[src/verilog/front_pkg.sv]
`default_nettype none

package front_pkg;

    // ********************
    // sizes and constants
    // ********************
    localparam logic [31:0] PC_RESET    = 32'h1c00_0000;   // boot address
    localparam logic [31:0] FETCH_BYTES = 32'd8;           // two insts per fetch
    localparam logic [31:0] INST_BYTES  = 32'd4;

    localparam int BTB_ENTRIES = 16;
    localparam int BTB_IDX_W   = $clog2(BTB_ENTRIES);     // pc[5:2]
    localparam int BTB_TAG_W   = 32 - 2 - BTB_IDX_W;      // pc[31:6]

    localparam int IB_DEPTH = 8;
    localparam int IB_PTR_W = $clog2(IB_DEPTH);
    localparam int IB_CNT_W = IB_PTR_W + 1;               // holds 0..IB_DEPTH

    // ********************
    // encodings
    // ********************
    typedef enum logic [6:0] {
        EXC_ADEF = 7'h08,                                  // fetch address error
        EXC_NONE = 7'h7f                                   // no exception
    } exc_cause_t;

    typedef enum logic [1:0] {
        STRONG_NT = 2'b00,
        WEAK_NT   = 2'b01,
        WEAK_T    = 2'b10,
        STRONG_T  = 2'b11
    } bht_state_t;

    // one fetched instruction as it travels through the buffer
    typedef struct packed {
        logic [31:0] pred_addr;                            // predicted next fetch pc
        logic [31:0] pc;
        logic [31:0] inst;
        logic        is_exception;
        exc_cause_t  cause;
    } fetch_entry_t;

    // branch outcome reported back from execute
    typedef struct packed {
        logic        valid;
        logic        is_bj;                                // branch or jump
        logic [31:0] pc;
        logic        real_taken;
        logic [31:0] real_addr;
        logic [31:0] pred_addr;
    } ex_branch_t;

endpackage

`default_nettype wire

[src/verilog/branch_predictor.sv]
`timescale 1ns/1ps
`default_nettype none

module branch_predictor
(
    input  wire                     cpu_clk,
    input  wire                     arst_n,
    input  wire [31:0]              if_pc,
    input  wire front_pkg::ex_branch_t ex_branch1,
    input  wire front_pkg::ex_branch_t ex_branch2,
    output logic                    pred_taken,
    output logic [31:0]             pred_addr,
    output logic                    bpu_flush,
    output logic [31:0]             new_pc
);

    logic                              btb_valid  [front_pkg::BTB_ENTRIES];
    logic [front_pkg::BTB_TAG_W-1:0]   btb_tag    [front_pkg::BTB_ENTRIES];
    logic [31:0]                       btb_target [front_pkg::BTB_ENTRIES];
    front_pkg::bht_state_t             btb_cnt    [front_pkg::BTB_ENTRIES];

    front_pkg::ex_branch_t             ex_slot    [2];
    logic [31:0]                       look_pc    [2];
    logic [front_pkg::BTB_IDX_W-1:0]   look_idx   [2];
    logic                              slot_taken [2];
    logic [31:0]                       act_next   [2];
    logic                              mispredict [2];
    logic                              train      [2];
    logic [front_pkg::BTB_IDX_W-1:0]   train_idx  [2];
    logic [front_pkg::BTB_TAG_W-1:0]   train_tag  [2];
    front_pkg::bht_state_t             cnt_next   [2];

    // saturating 2-bit counter step
    function automatic front_pkg::bht_state_t step_cnt(front_pkg::bht_state_t cur,
                                                      logic taken);
        case (cur)
            front_pkg::STRONG_NT: step_cnt = taken ? front_pkg::WEAK_NT  : front_pkg::STRONG_NT;
            front_pkg::WEAK_NT:   step_cnt = taken ? front_pkg::WEAK_T   : front_pkg::STRONG_NT;
            front_pkg::WEAK_T:    step_cnt = taken ? front_pkg::STRONG_T : front_pkg::WEAK_NT;
            default:              step_cnt = taken ? front_pkg::STRONG_T : front_pkg::WEAK_T;
        endcase
    endfunction

    assign ex_slot[0] = ex_branch1;
    assign ex_slot[1] = ex_branch2;
    assign look_pc[0] = if_pc;
    assign look_pc[1] = if_pc + front_pkg::INST_BYTES;

    // ********************
    // lookup and resolve
    // ********************
    always_comb
    begin
        for (int s = 0; s < 2; s++)
        begin
            look_idx[s]   = look_pc[s][front_pkg::BTB_IDX_W+1:2];
            slot_taken[s] = btb_valid[look_idx[s]]
                          && (btb_tag[look_idx[s]] == look_pc[s][31:front_pkg::BTB_IDX_W+2])
                          && btb_cnt[look_idx[s]][1];           // WEAK_T or STRONG_T
            act_next[s]   = ex_slot[s].real_taken ? ex_slot[s].real_addr
                                                  : ex_slot[s].pc + front_pkg::INST_BYTES;
            mispredict[s] = ex_slot[s].valid && ex_slot[s].is_bj
                          && (ex_slot[s].pred_addr != act_next[s]);
            train_idx[s]  = ex_slot[s].pc[front_pkg::BTB_IDX_W+1:2];
            train_tag[s]  = ex_slot[s].pc[31:front_pkg::BTB_IDX_W+2];
            // new or replaced entry counts from WEAK_NT
            if (btb_valid[train_idx[s]] && (btb_tag[train_idx[s]] == train_tag[s]))
                cnt_next[s] = step_cnt(btb_cnt[train_idx[s]], ex_slot[s].real_taken);
            else
                cnt_next[s] = step_cnt(front_pkg::WEAK_NT, ex_slot[s].real_taken);
        end
        train[0] = ex_slot[0].valid && ex_slot[0].is_bj;
        train[1] = ex_slot[1].valid && ex_slot[1].is_bj && !mispredict[0];  // wrong path
    end

    assign pred_taken = slot_taken[0] | slot_taken[1];
    assign pred_addr  = slot_taken[0] ? btb_target[look_idx[0]] :
                        slot_taken[1] ? btb_target[look_idx[1]] :
                                        if_pc + front_pkg::FETCH_BYTES;
    assign bpu_flush  = mispredict[0] | mispredict[1];
    assign new_pc     = mispredict[0] ? act_next[0] : act_next[1];  // older slot first

    // ********************
    // training
    // ********************
    always_ff @(posedge cpu_clk or negedge arst_n)
    begin
        if (!arst_n)
        begin
            for (int i = 0; i < front_pkg::BTB_ENTRIES; i++)
            begin
                btb_valid[i] <= 1'b0;
                btb_cnt[i]   <= front_pkg::WEAK_NT;
            end
        end
        else
        begin
            for (int s = 0; s < 2; s++)
            begin
                if (train[s])
                begin
                    btb_valid[train_idx[s]] <= 1'b1;
                    btb_cnt[train_idx[s]]   <= cnt_next[s];   // slot 2 wins on same index
                end
            end
        end
    end

    always_ff @(posedge cpu_clk)
    begin
        for (int s = 0; s < 2; s++)
        begin
            if (train[s])
            begin
                btb_tag[train_idx[s]] <= train_tag[s];
                if (ex_slot[s].real_taken)
                    btb_target[train_idx[s]] <= ex_slot[s].real_addr;
            end
        end
    end

endmodule

`default_nettype wire

[src/verilog/front.sv]
`timescale 1ns/1ps
`default_nettype none

module front
(
    input  wire                          cpu_clk,
    input  wire                          arst_n,

    // icache side
    output logic [31:0]                  pi_pc,
    output logic                         pi_is_exception,
    output front_pkg::exc_cause_t        pi_exception_cause,
    output logic                         inst_rreq_to_icache,
    output logic                         bpu_flush,
    output logic [31:0]                  bpu_pred_addr,
    input  wire                          icache_inst_valid,
    input  wire front_pkg::fetch_entry_t icache_entry1,
    input  wire front_pkg::fetch_entry_t icache_entry2,
    input  wire                          icache_pc_suspend,

    // backend side
    output front_pkg::fetch_entry_t      fb_entry1,
    output front_pkg::fetch_entry_t      fb_entry2,
    output logic [1:0]                   fb_valid,
    output logic                         fb_stall,
    input  wire                          get_data_req,
    input  wire front_pkg::ex_branch_t   ex_branch1,
    input  wire front_pkg::ex_branch_t   ex_branch2,
    input  wire [1:0]                    fb_flush,   // [0] pc redirect, [1] buffer flush
    input  wire [1:0]                    fb_pause,   // [0] fetch hold, [1] decode hold
    input  wire [31:0]                   fb_new_pc
);

    logic        pred_taken;
    logic [31:0] bpu_new_pc;

    pc_gen u_pc_gen
    (
        .cpu_clk         (cpu_clk),
        .arst_n          (arst_n),
        .pause           (fb_pause[0] | icache_pc_suspend | fb_stall),
        .bpu_flush       (bpu_flush),
        .bpu_new_pc      (bpu_new_pc),
        .fb_flush0       (fb_flush[0]),
        .fb_new_pc       (fb_new_pc),
        .pred_taken      (pred_taken),
        .pred_addr       (bpu_pred_addr),
        .pc_out          (pi_pc),
        .pc_is_exception (pi_is_exception),
        .pc_cause        (pi_exception_cause),
        .fetch_req       (inst_rreq_to_icache)
    );

    branch_predictor u_branch_predictor
    (
        .cpu_clk    (cpu_clk),
        .arst_n     (arst_n),
        .if_pc      (pi_pc),                // lookup on the live fetch pc
        .ex_branch1 (ex_branch1),
        .ex_branch2 (ex_branch2),
        .pred_taken (pred_taken),
        .pred_addr  (bpu_pred_addr),
        .bpu_flush  (bpu_flush),
        .new_pc     (bpu_new_pc)
    );

    inst_buffer u_inst_buffer
    (
        .cpu_clk      (cpu_clk),
        .arst_n       (arst_n),
        .flush        (fb_flush[1] | bpu_flush),
        .inst_valid   (icache_inst_valid),
        .entry_in1    (icache_entry1),
        .entry_in2    (icache_entry2),
        .get_data_req (get_data_req & ~fb_pause[1]),  // decode hold blocks the read
        .entry_out1   (fb_entry1),
        .entry_out2   (fb_entry2),
        .data_valid   (fb_valid),
        .stall        (fb_stall)
    );

endmodule

`default_nettype wire

[src/verilog/inst_buffer.sv]
`timescale 1ns/1ps
`default_nettype none

module inst_buffer
(
    input  wire                          cpu_clk,
    input  wire                          arst_n,
    input  wire                          flush,
    input  wire                          inst_valid,     // cache delivers a pair
    input  wire front_pkg::fetch_entry_t entry_in1,
    input  wire front_pkg::fetch_entry_t entry_in2,
    input  wire                          get_data_req,   // backend takes data_valid entries
    output front_pkg::fetch_entry_t      entry_out1,
    output front_pkg::fetch_entry_t      entry_out2,
    output logic [1:0]                   data_valid,
    output logic                         stall
);

    front_pkg::fetch_entry_t          ib_mem [front_pkg::IB_DEPTH];

    logic [front_pkg::IB_PTR_W-1:0]   wr_ptr;
    logic [front_pkg::IB_PTR_W-1:0]   rd_ptr;
    logic [front_pkg::IB_PTR_W-1:0]   rd_ptr_p1;
    logic [front_pkg::IB_PTR_W-1:0]   wr_ptr_p1;
    logic [front_pkg::IB_CNT_W-1:0]   count;
    logic                             wr_en;
    logic [1:0]                       rd_num;

    // ********************
    // status
    // ********************
    assign stall      = count > front_pkg::IB_CNT_W'(front_pkg::IB_DEPTH - 2);  // < 2 free
    assign data_valid = {count >= front_pkg::IB_CNT_W'(2), count != '0};

    // a pair is only taken with room for both, and never during flush
    assign wr_en  = inst_valid & ~stall & ~flush;
    assign rd_num = !get_data_req ? 2'd0 :
                    data_valid[1] ? 2'd2 : {1'b0, data_valid[0]};

    assign rd_ptr_p1 = rd_ptr + front_pkg::IB_PTR_W'(1);
    assign wr_ptr_p1 = wr_ptr + front_pkg::IB_PTR_W'(1);

    // asynchronous read of the two oldest slots
    assign entry_out1 = ib_mem[rd_ptr];
    assign entry_out2 = ib_mem[rd_ptr_p1];

    // ********************
    // pointers and count
    // ********************
    always_ff @(posedge cpu_clk or negedge arst_n)
    begin
        if (!arst_n)
        begin
            wr_ptr <= '0;
            rd_ptr <= '0;
            count  <= '0;
        end
        else if (flush)
        begin
            wr_ptr <= '0;                              // drop everything
            rd_ptr <= '0;
            count  <= '0;
        end
        else
        begin
            if (wr_en)
                wr_ptr <= wr_ptr + front_pkg::IB_PTR_W'(2);
            rd_ptr <= rd_ptr + front_pkg::IB_PTR_W'(rd_num);
            count  <= count + front_pkg::IB_CNT_W'({wr_en, 1'b0})
                            - front_pkg::IB_CNT_W'(rd_num);
        end
    end

    // ********************
    // storage
    // ********************
    always_ff @(posedge cpu_clk)
    begin
        if (wr_en)
        begin
            ib_mem[wr_ptr]    <= entry_in1;             // older inst first
            ib_mem[wr_ptr_p1] <= entry_in2;
        end
    end

endmodule

`default_nettype wire

[src/verilog/pc_gen.sv]
`timescale 1ns/1ps
`default_nettype none

module pc_gen
(
    input  wire                    cpu_clk,
    input  wire                    arst_n,
    input  wire                    pause,         // hold the fetch pc
    input  wire                    bpu_flush,     // mispredict from execute
    input  wire [31:0]             bpu_new_pc,
    input  wire                    fb_flush0,     // backend redirect
    input  wire [31:0]             fb_new_pc,
    input  wire                    pred_taken,
    input  wire [31:0]             pred_addr,
    output logic [31:0]            pc_out,
    output logic                   pc_is_exception,
    output front_pkg::exc_cause_t  pc_cause,
    output logic                   fetch_req
);

    logic [31:0] pc_next;

    // ********************
    // next pc selection
    // ********************
    always_comb
    begin
        if (bpu_flush)
        begin
            pc_next = bpu_new_pc;                     // mispredict wins
        end
        else if (fb_flush0)
        begin
            pc_next = fb_new_pc;
        end
        else if (pause)
        begin
            pc_next = pc_out;                         // hold
        end
        else if (pred_taken)
        begin
            pc_next = pred_addr;
        end
        else
        begin
            pc_next = pc_out + front_pkg::FETCH_BYTES;
        end
    end

    always_ff @(posedge cpu_clk or negedge arst_n)
    begin
        if (!arst_n)
        begin
            pc_out <= front_pkg::PC_RESET;
        end
        else
        begin
            pc_out <= pc_next;
        end
    end

    // word alignment check on the current fetch address
    assign pc_is_exception = |pc_out[1:0];
    assign pc_cause        = pc_is_exception ? front_pkg::EXC_ADEF : front_pkg::EXC_NONE;
    assign fetch_req       = ~pause;

endmodule

`default_nettype wire
[config.mk]
export PLATFORM = sky130hd
export DESIGN_NAME = front
export DESIGN_NICKNAME = d
export VERILOG_FILES = /design/src/verilog/front_pkg.sv /design/src/verilog/branch_predictor.sv /design/src/verilog/front.sv /design/src/verilog/inst_buffer.sv /design/src/verilog/pc_gen.sv
export SDC_FILE = /design/constraint.sdc
export NUM_CORES = 2
export LEC_CHECK = 0
export CORE_MARGIN = 4
export CORE_UTILIZATION = 50
export CTS_CLUSTER_SIZE = 8
export DETAILED_ROUTE_END_ITERATION = 16
export DONT_BUFFER_PORTS = 1
export PLACE_DENSITY_LB_ADDON = 0.05
export SLEW_MARGIN = 20
export SYNTH_ARGS = -nofsm -noshare
export SYNTH_HDL_FRONTEND = slang
export SYNTH_HIERARCHICAL = 1
export SYNTH_SLANG_ARGS = --single-unit
[constraint.sdc]
create_clock -name cpu_clk -period 15.71 [get_ports cpu_clk]
set_input_delay 3.142 -clock cpu_clk [delete_from_list [all_inputs] [get_ports cpu_clk]]
set_output_delay 3.142 -clock cpu_clk [all_outputs]
set_load 0.01 [all_outputs]
# Yosys cells after proc, flatten, opt, wreduce, memory -nomap -nowiden
# Memories as Yosys holds them, arrays and structs flattened.
# Index checks and enable logic that the tools add are counted.
# word_totals
regBits	90
ram_bits	1760
inputBits	447
output_inout_bits	285
word_cells	183
memories	3
# classes
addsub	10
magnitude_cmp	8
n_eq_ne	11
mux	78
n_bitwise	18
n_reduce_logical	19
# memory_table
name	depth	word_bits	read_ports	rd_ports_with_merged_regs	wr	line_no	source
u_inst_buffer.ib_mem	8	104	2	0	2	inst_buffer.sv:19	front_pkg::fetch_entry_t ib_mem [front_pkg::IB_DEPTH];
u_branch_predictor.btb_target	16	32	2	0	2	branch_predictor.sv:19	logic [31:0] btb_target [front_pkg::BTB_ENTRIES];
u_branch_predictor.btb_tag	16	26	4	0	2	branch_predictor.sv:18	logic [front_pkg::BTB_TAG_W-1:0] btb_tag [front_pkg::BTB_ENTRIES];
# ops
op	count
2-to-1 mux 32 bit	11
== test 26 bit	4
adder 32 x 3 -> 32 bit, second input constant	3
bitwise mux 32 bit	2
inequality test 32 bit	2
2-to-1 mux 2 bit	18
adder 32 x 4 -> 32 bit, second input constant	1
binary-select mux 2 bit (select 4 bit)	4
2-to-1 mux 16 bit	2
OR 16 bit	2
2-to-1 mux 1 bit	26
greater-or-equal comparator 5 bit, second input constant	4
NOT 4 -> 5 bit	4
binary-select mux 1 bit (select 4 bit)	4
demux 2 bit (select 4 bit)	2
logical AND 1 bit	13
one-hot mux 2 bit (3 select lines)	2
< comparator 5 x 1 -> 1 bit, second input constant	2
2-to-1 mux 3 bit	3
demux 1 bit (select 4 bit)	2
2-to-1 mux 7 bit	1
adder 3 x 1 -> 3 bit, second input constant	2
OR 1 bit	5
adder 4 x 2 -> 4 bit	1
16 further kinds	24

# Depth between registers and ports, before layout
# depth
depth_word	13
ltp_mapped	27

# Modules after synthesis
# Netlist, hierarchy kept.
# modules_own_cells
module	instances	cells_each	area_each_um2	seq_area_each_um2
branch_predictor	1	4980	71716.3	29087.9
inst_buffer	1	2212	43389.1	25209.2
pc_gen	1	352	2748.9	804.5
front	1	3	18.8	0.0

# Worst setup path before layout
# Ideal clock, no wire load.
# synth_timing
path_kind	input to register
startpoint	input ex_branch1[67] in the netlist's numbering
endpoint	memory u_inst_buffer/ib_mem[6][0] in the netlist's numbering (enable)
t_arrival_ns	9.998
required_ns	15.235
setup_slack_ns	5.237
cell_stages	22
n_path_buf	9
path_cell_list	buf_4 -> buf_6 -> buf_6 -> buf_4 -> buf_6 -> buf_2 -> inv_1 -> ha_1 -> mux2i_1 -> xnor2_1 -> or4_1 -> nor4_1 -> and4b_1 -> nand4_1 -> nand2_1 -> buf_2 -> clkbuf_1 -> o21ai_0 -> or2_2 -> clkbuf_1 -> and4b_1 -> and2_1
# synth_lines
element	line_no	source
start, declared	front.sv:27	input wire front_pkg::ex_branch_t ex_branch1,
end, declared	inst_buffer.sv:19	

# Final worst setup path
# layout_timing
startpoint	input ex_branch1[67] in the netlist's numbering
endpoint	output bpu_flush
# layout_via
elab_chain_cells	5
# layout_lines
element	line_no	source
adder 32 x 3 -> 32 bit	branch_predictor.sv:61	: ex_slot[s].pc + front_pkg::INST_BYTES;
2-to-1 mux 32 bit	branch_predictor.sv:60	act_next[s] = ex_slot[s].real_taken ? ex_slot[s].real_addr
inequality test 32 bit	branch_predictor.sv:63	&& (ex_slot[s].pred_addr != act_next[s]);
logical AND 1 bit	branch_predictor.sv:63	
OR 1 bit	branch_predictor.sv:80	assign bpu_flush = mispredict[0] | mispredict[1];
end, declared	front.sv:14	output logic bpu_flush,
# No other way between the ends.

==> impl_metrics.env <==
export IMPL_critPathCapture="bpu_flush"
export IMPL_power_frac_comb_pct=22.3
export IMPL_pin_count_of_the_biggest_net_entering_global_routing=184
export IMPL_floorplan_rows=177
export IMPL_fmax_mhz=89.1
export IMPL_place_detailed_instances=9959
export IMPL_power_density_mw_per_mm2=112
export IMPL_synth_cell_types=104
export IMPL_final_max_slew_viol_count=0
export IMPL_gp_routability_congestion=0.998
export IMPL_dr_first_iter_drc_count=10500
export IMPL_wire_length_of_the_first_global_routing_pass_um=640000
export IMPL_skew_ns=0.0626
export IMPL_fp_dieH_um=494
export IMPL_switching_share_pct=28.9
export IMPL_r2r_slack_ns=6.97
export IMPL_layout_cell_area_non_filler_mm2=0.127
export IMPL_post_cts_repair_setup_buffers=0
export IMPL_syn_avg_cell_area_um2=15.6
export IMPL_grt_setup_unrepaired="false"
export IMPL_synth_cell_area_mm2=0.118
export IMPL_yosys_area_top_type="sky130_fd_sc_hd__edfxtp_1"
export IMPL_dp_slack_ns=4.65
export IMPL_max_slew_margin_rel_pct=8.97
export IMPL_timing_worst_slew_pin_value_ns=1.37
export IMPL_synth_sequential_area_ratio_pct=46.7
export IMPL_postSynthCellCount=7547
export IMPL_timing_final_crit_share_pct=71.5
export IMPL_dp_hpwl_um=306000
export IMPL_timing_hold_worst_class="register to register"
export IMPL_run_status="completed"
export IMPL_tritoncts_num_sinks=1849
export IMPL_cap_viol_max_count=0
export IMPL_timing_rr_end="u_pc_gen/pc_out[17]"
export IMPL_starting_density_of_the_core_pct=50.5
export IMPL_drtPass1Iterations=6
export IMPL_cts_tree="yes"
export IMPL_fp_coreArea_mm2=0.234
export IMPL_io_pin_count=732
export IMPL_vias_per_cell=7.55
export IMPL_timing_final_hold_violations=0
export IMPL_power_internal_mw=10.2
export IMPL_clkLatencyLatePin_ns=0.97
export IMPL_layout_min_cycle_time_ns=11.23
export IMPL_overflow=0
export IMPL_postSynthRegisterBits=1849
export IMPL_cts_root_buf="sky130_fd_sc_hd__clkbuf_16"
export IMPL_cts_hold_buffers_added=0
export IMPL_finalNonFillerCells=10300
export IMPL_share_seq_of_total_power_pct=39.9
export IMPL_post_synth_top_count_cell="sky130_fd_sc_hd__edfxtp_1"
export IMPL_worst_vdd_ir_mv=0.0941
export IMPL_drive_gt1_share_pct=41.0
export IMPL_area_growth_syn_to_layout_pct=8.00
export IMPL_worst_setup_hold_path_clk_slew_ns=0.05
export IMPL_cell_types_occupying_the_most_area_after_synthesis="sky130_fd_sc_hd__edfxtp_1 (45%), sky130_fd_sc_hd__mux4_2 (22%), sky130_fd_sc_hd__mux2_2 (11%), sky130_fd_sc_hd__mux2_1 (4.5%), sky130_fd_sc_hd__mux2i_1 (2.6%)"
export IMPL_wirelength_um=472000
export IMPL_fp_dieArea_mm2=0.244
export IMPL_drt_wirelength_per_cell_um=45.7
export IMPL_power_switching_mw=4.13
export IMPL_numPortBuffers=0
export IMPL_end_kind="output pin"
export IMPL_htreeDepth=5
export IMPL_timing_critical_path_fanout_max=183
export IMPL_worst_r2r_cell_count=16
export IMPL_dpl_cell_area_mm2=0.120
export IMPL_postCtsResizedCells=0
export IMPL_drcViolationCount=0
export IMPL_yosysTopAreaCellShare_pct=44.8
export IMPL_timing_worst_setup_path_type="primary input to output pin"
export IMPL_setup_worst_path_start="ex_branch1[67]"
export IMPL_first_global_vias=77100
export IMPL_cts_made_buffers=282
export IMPL_startpoint_type="primary input"
export IMPL_share_clk_of_total_power_pct=37.8
export IMPL_p_leak_nw=41.0
export IMPL_max_clock_path_buffers=4
export IMPL_final_net_count=7585
export IMPL_antenna_violation_net_count_after_detailed_routing=0
export IMPL_grt_antenna_before_repair=44
export IMPL_synth_edff_count=1760
export IMPL_vias=78000
export IMPL_die_width_um=494
export IMPL_synthArstFlopShare_pct=4.81
export IMPL_report_final_setup_viol=0
export IMPL_hold_ws_ns=0.530
export IMPL_timing_critical_path_required_ns=12.57
export IMPL_dominantRegCellSynth="sky130_fd_sc_hd__edfxtp_1"
export IMPL_grt_util_all_layers_pct=37.9
export IMPL_syn_num_nets=8019
export IMPL_timing_final_ws_setup_ns=4.48
export IMPL_timing_critical_path_arrival_ns=8.08
export IMPL_total_power_mw=14.3
export IMPL_regToRegStartpoint="u_pc_gen/pc_out[2]"
export IMPL_synth_warnings=6
export IMPL_finish_utilization_pct=54.5
export IMPL_ys_top_cells_by_count="sky130_fd_sc_hd__edfxtp_1 (1760), sky130_fd_sc_hd__mux4_2 (1166), sky130_fd_sc_hd__mux2_2 (1137), sky130_fd_sc_hd__mux2_1 (472), sky130_fd_sc_hd__clkbuf_1 (467)"
export IMPL_setup_total_negative_slack_ns=0
[state kept, by name, indices dropped and copies added, names as in the netlist]
register                       count
u_branch_predictor/btb_cnt        32
u_branch_predictor/btb_tag       416
u_branch_predictor/btb_target    512
u_branch_predictor/btb_valid      16
u_inst_buffer/count                4
u_inst_buffer/ib_mem             832
u_inst_buffer/rd_ptr               3
u_inst_buffer/wr_ptr               2
u_pc_gen/pc_out                   32
[area by class of cell]
class	count	area [um2]
inverters	69	294
diodes	22	55.1
multi-input cells	4725	58900
clock buffers	340	7340
clock inverters	11	118
fillers	18800	106000
well taps	3132	3920
repair buffers	186	1510
flip-flops and latches	1849	55100
[power by group through the flow]
stage / Clock, mW / Sequential, mW / Combinational, mW
6_report: 5.40 / 5.70 / 3.19
5_1_grt: 5.69 / 5.70 / 3.25
4_1_cts: 5.48 / 5.69 / 3.11
3_5_place_dp: 0 / 5.79 / 3.10
3_3_place_gp: 0 / 5.78 / 3.09
2_1_floorplan: 0 / 5.72 / 2.18
[worst min path at each step]
| stage | startpoint | end | slack, ns | depth (start not counted) |
|---|---|---|---|---|
| 6_report | u_branch_predictor/btb_valid[12] | u_branch_predictor/btb_valid[12] | 0.53 | 1 |
| 5_1_grt | u_branch_predictor/btb_valid[12] | u_branch_predictor/btb_valid[12] | 0.55 | 1 |
| 4_1_cts | u_branch_predictor/btb_valid[12] | u_branch_predictor/btb_valid[12] | 0.53 | 1 |
| 3_5_place_dp | u_branch_predictor/btb_valid[12] | u_branch_predictor/btb_valid[12] | 0.51 | 1 |
| 3_3_place_gp | u_branch_predictor/btb_valid[7] | u_branch_predictor/btb_valid[7] | 0.51 | 1 |
| 2_1_floorplan | u_branch_predictor/btb_valid[14] | u_branch_predictor/btb_valid[14] | 0.47 | 1 |
[routing by layer]
layer  up-vias  track usage [%]  share of wire (%)  wire (um)
li1      29900                -                  -          -
met1     41200             47.1                 35     167000
met2      5577             56.6                 44     209000
met3      1370             15.5                 14      65300
met4        20             20.4                6.6      30900
met5         -                0              0.028        131
[critical path: stages]
cell and delay [ns]:
sky130_fd_sc_hd__ha_1 0.46, sky130_fd_sc_hd__nand3_1 0.41, sky130_fd_sc_hd__nor4_2 1.03, sky130_fd_sc_hd__nand3_1 0.37, sky130_fd_sc_hd__xor2_1 0.24, sky130_fd_sc_hd__o22a_1 0.22, sky130_fd_sc_hd__a41o_1 0.27, sky130_fd_sc_hd__nand4_1 0.21
sky130_fd_sc_hd__nand2_4 0.45, sky130_fd_sc_hd__o21ai_4 0.16, sky130_fd_sc_hd__buf_4 0.47
[kinds of logic (layout without fill, tap and decap cells)]
kind of cell | Yosys count | in the layout | synth area share (%)
AOI/OAI and AO/OA | 521 | 521 | 3.12
xor gates and xnor gates | 275 | 275 | 2.07
adders and majority gates | 26 | 26 | 0.293
buffers and inverters | 973 | 606 | 3.71
DFF | 1849 | 1849 | 46.7
muxes | 3078 | 3078 | 40.2
other | 1 | 23 | 0.00318
and+or+nand+nor | 824 | 824 | 3.84
[layout by cell type (no fill, tap or decap), types with 43 or more instances in the layout]
cell type / instances
sky130_fd_sc_hd__nand3_1: 94
sky130_fd_sc_hd__inv_1: 55
sky130_fd_sc_hd__nand2_1: 189
sky130_fd_sc_hd__mux2i_1: 303
sky130_fd_sc_hd__xnor2_1: 155
sky130_fd_sc_hd__mux2_2: 1137
sky130_fd_sc_hd__o21ai_0: 98
sky130_fd_sc_hd__nor3_1: 59
sky130_fd_sc_hd__mux4_2: 1166
sky130_fd_sc_hd__xor2_1: 115
sky130_fd_sc_hd__dfrtp_1: 63
sky130_fd_sc_hd__clkbuf_1: 55
sky130_fd_sc_hd__nor2_1: 134
sky130_fd_sc_hd__a221oi_1: 43
sky130_fd_sc_hd__nand4_1: 47
sky130_fd_sc_hd__mux2_1: 472
sky130_fd_sc_hd__buf_4: 176
sky130_fd_sc_hd__clkbuf_16: 285
sky130_fd_sc_hd__edfxtp_1: 1760
sky130_fd_sc_hd__a21oi_1: 68
No activity file was read; power rests on OpenSTA's default activity.
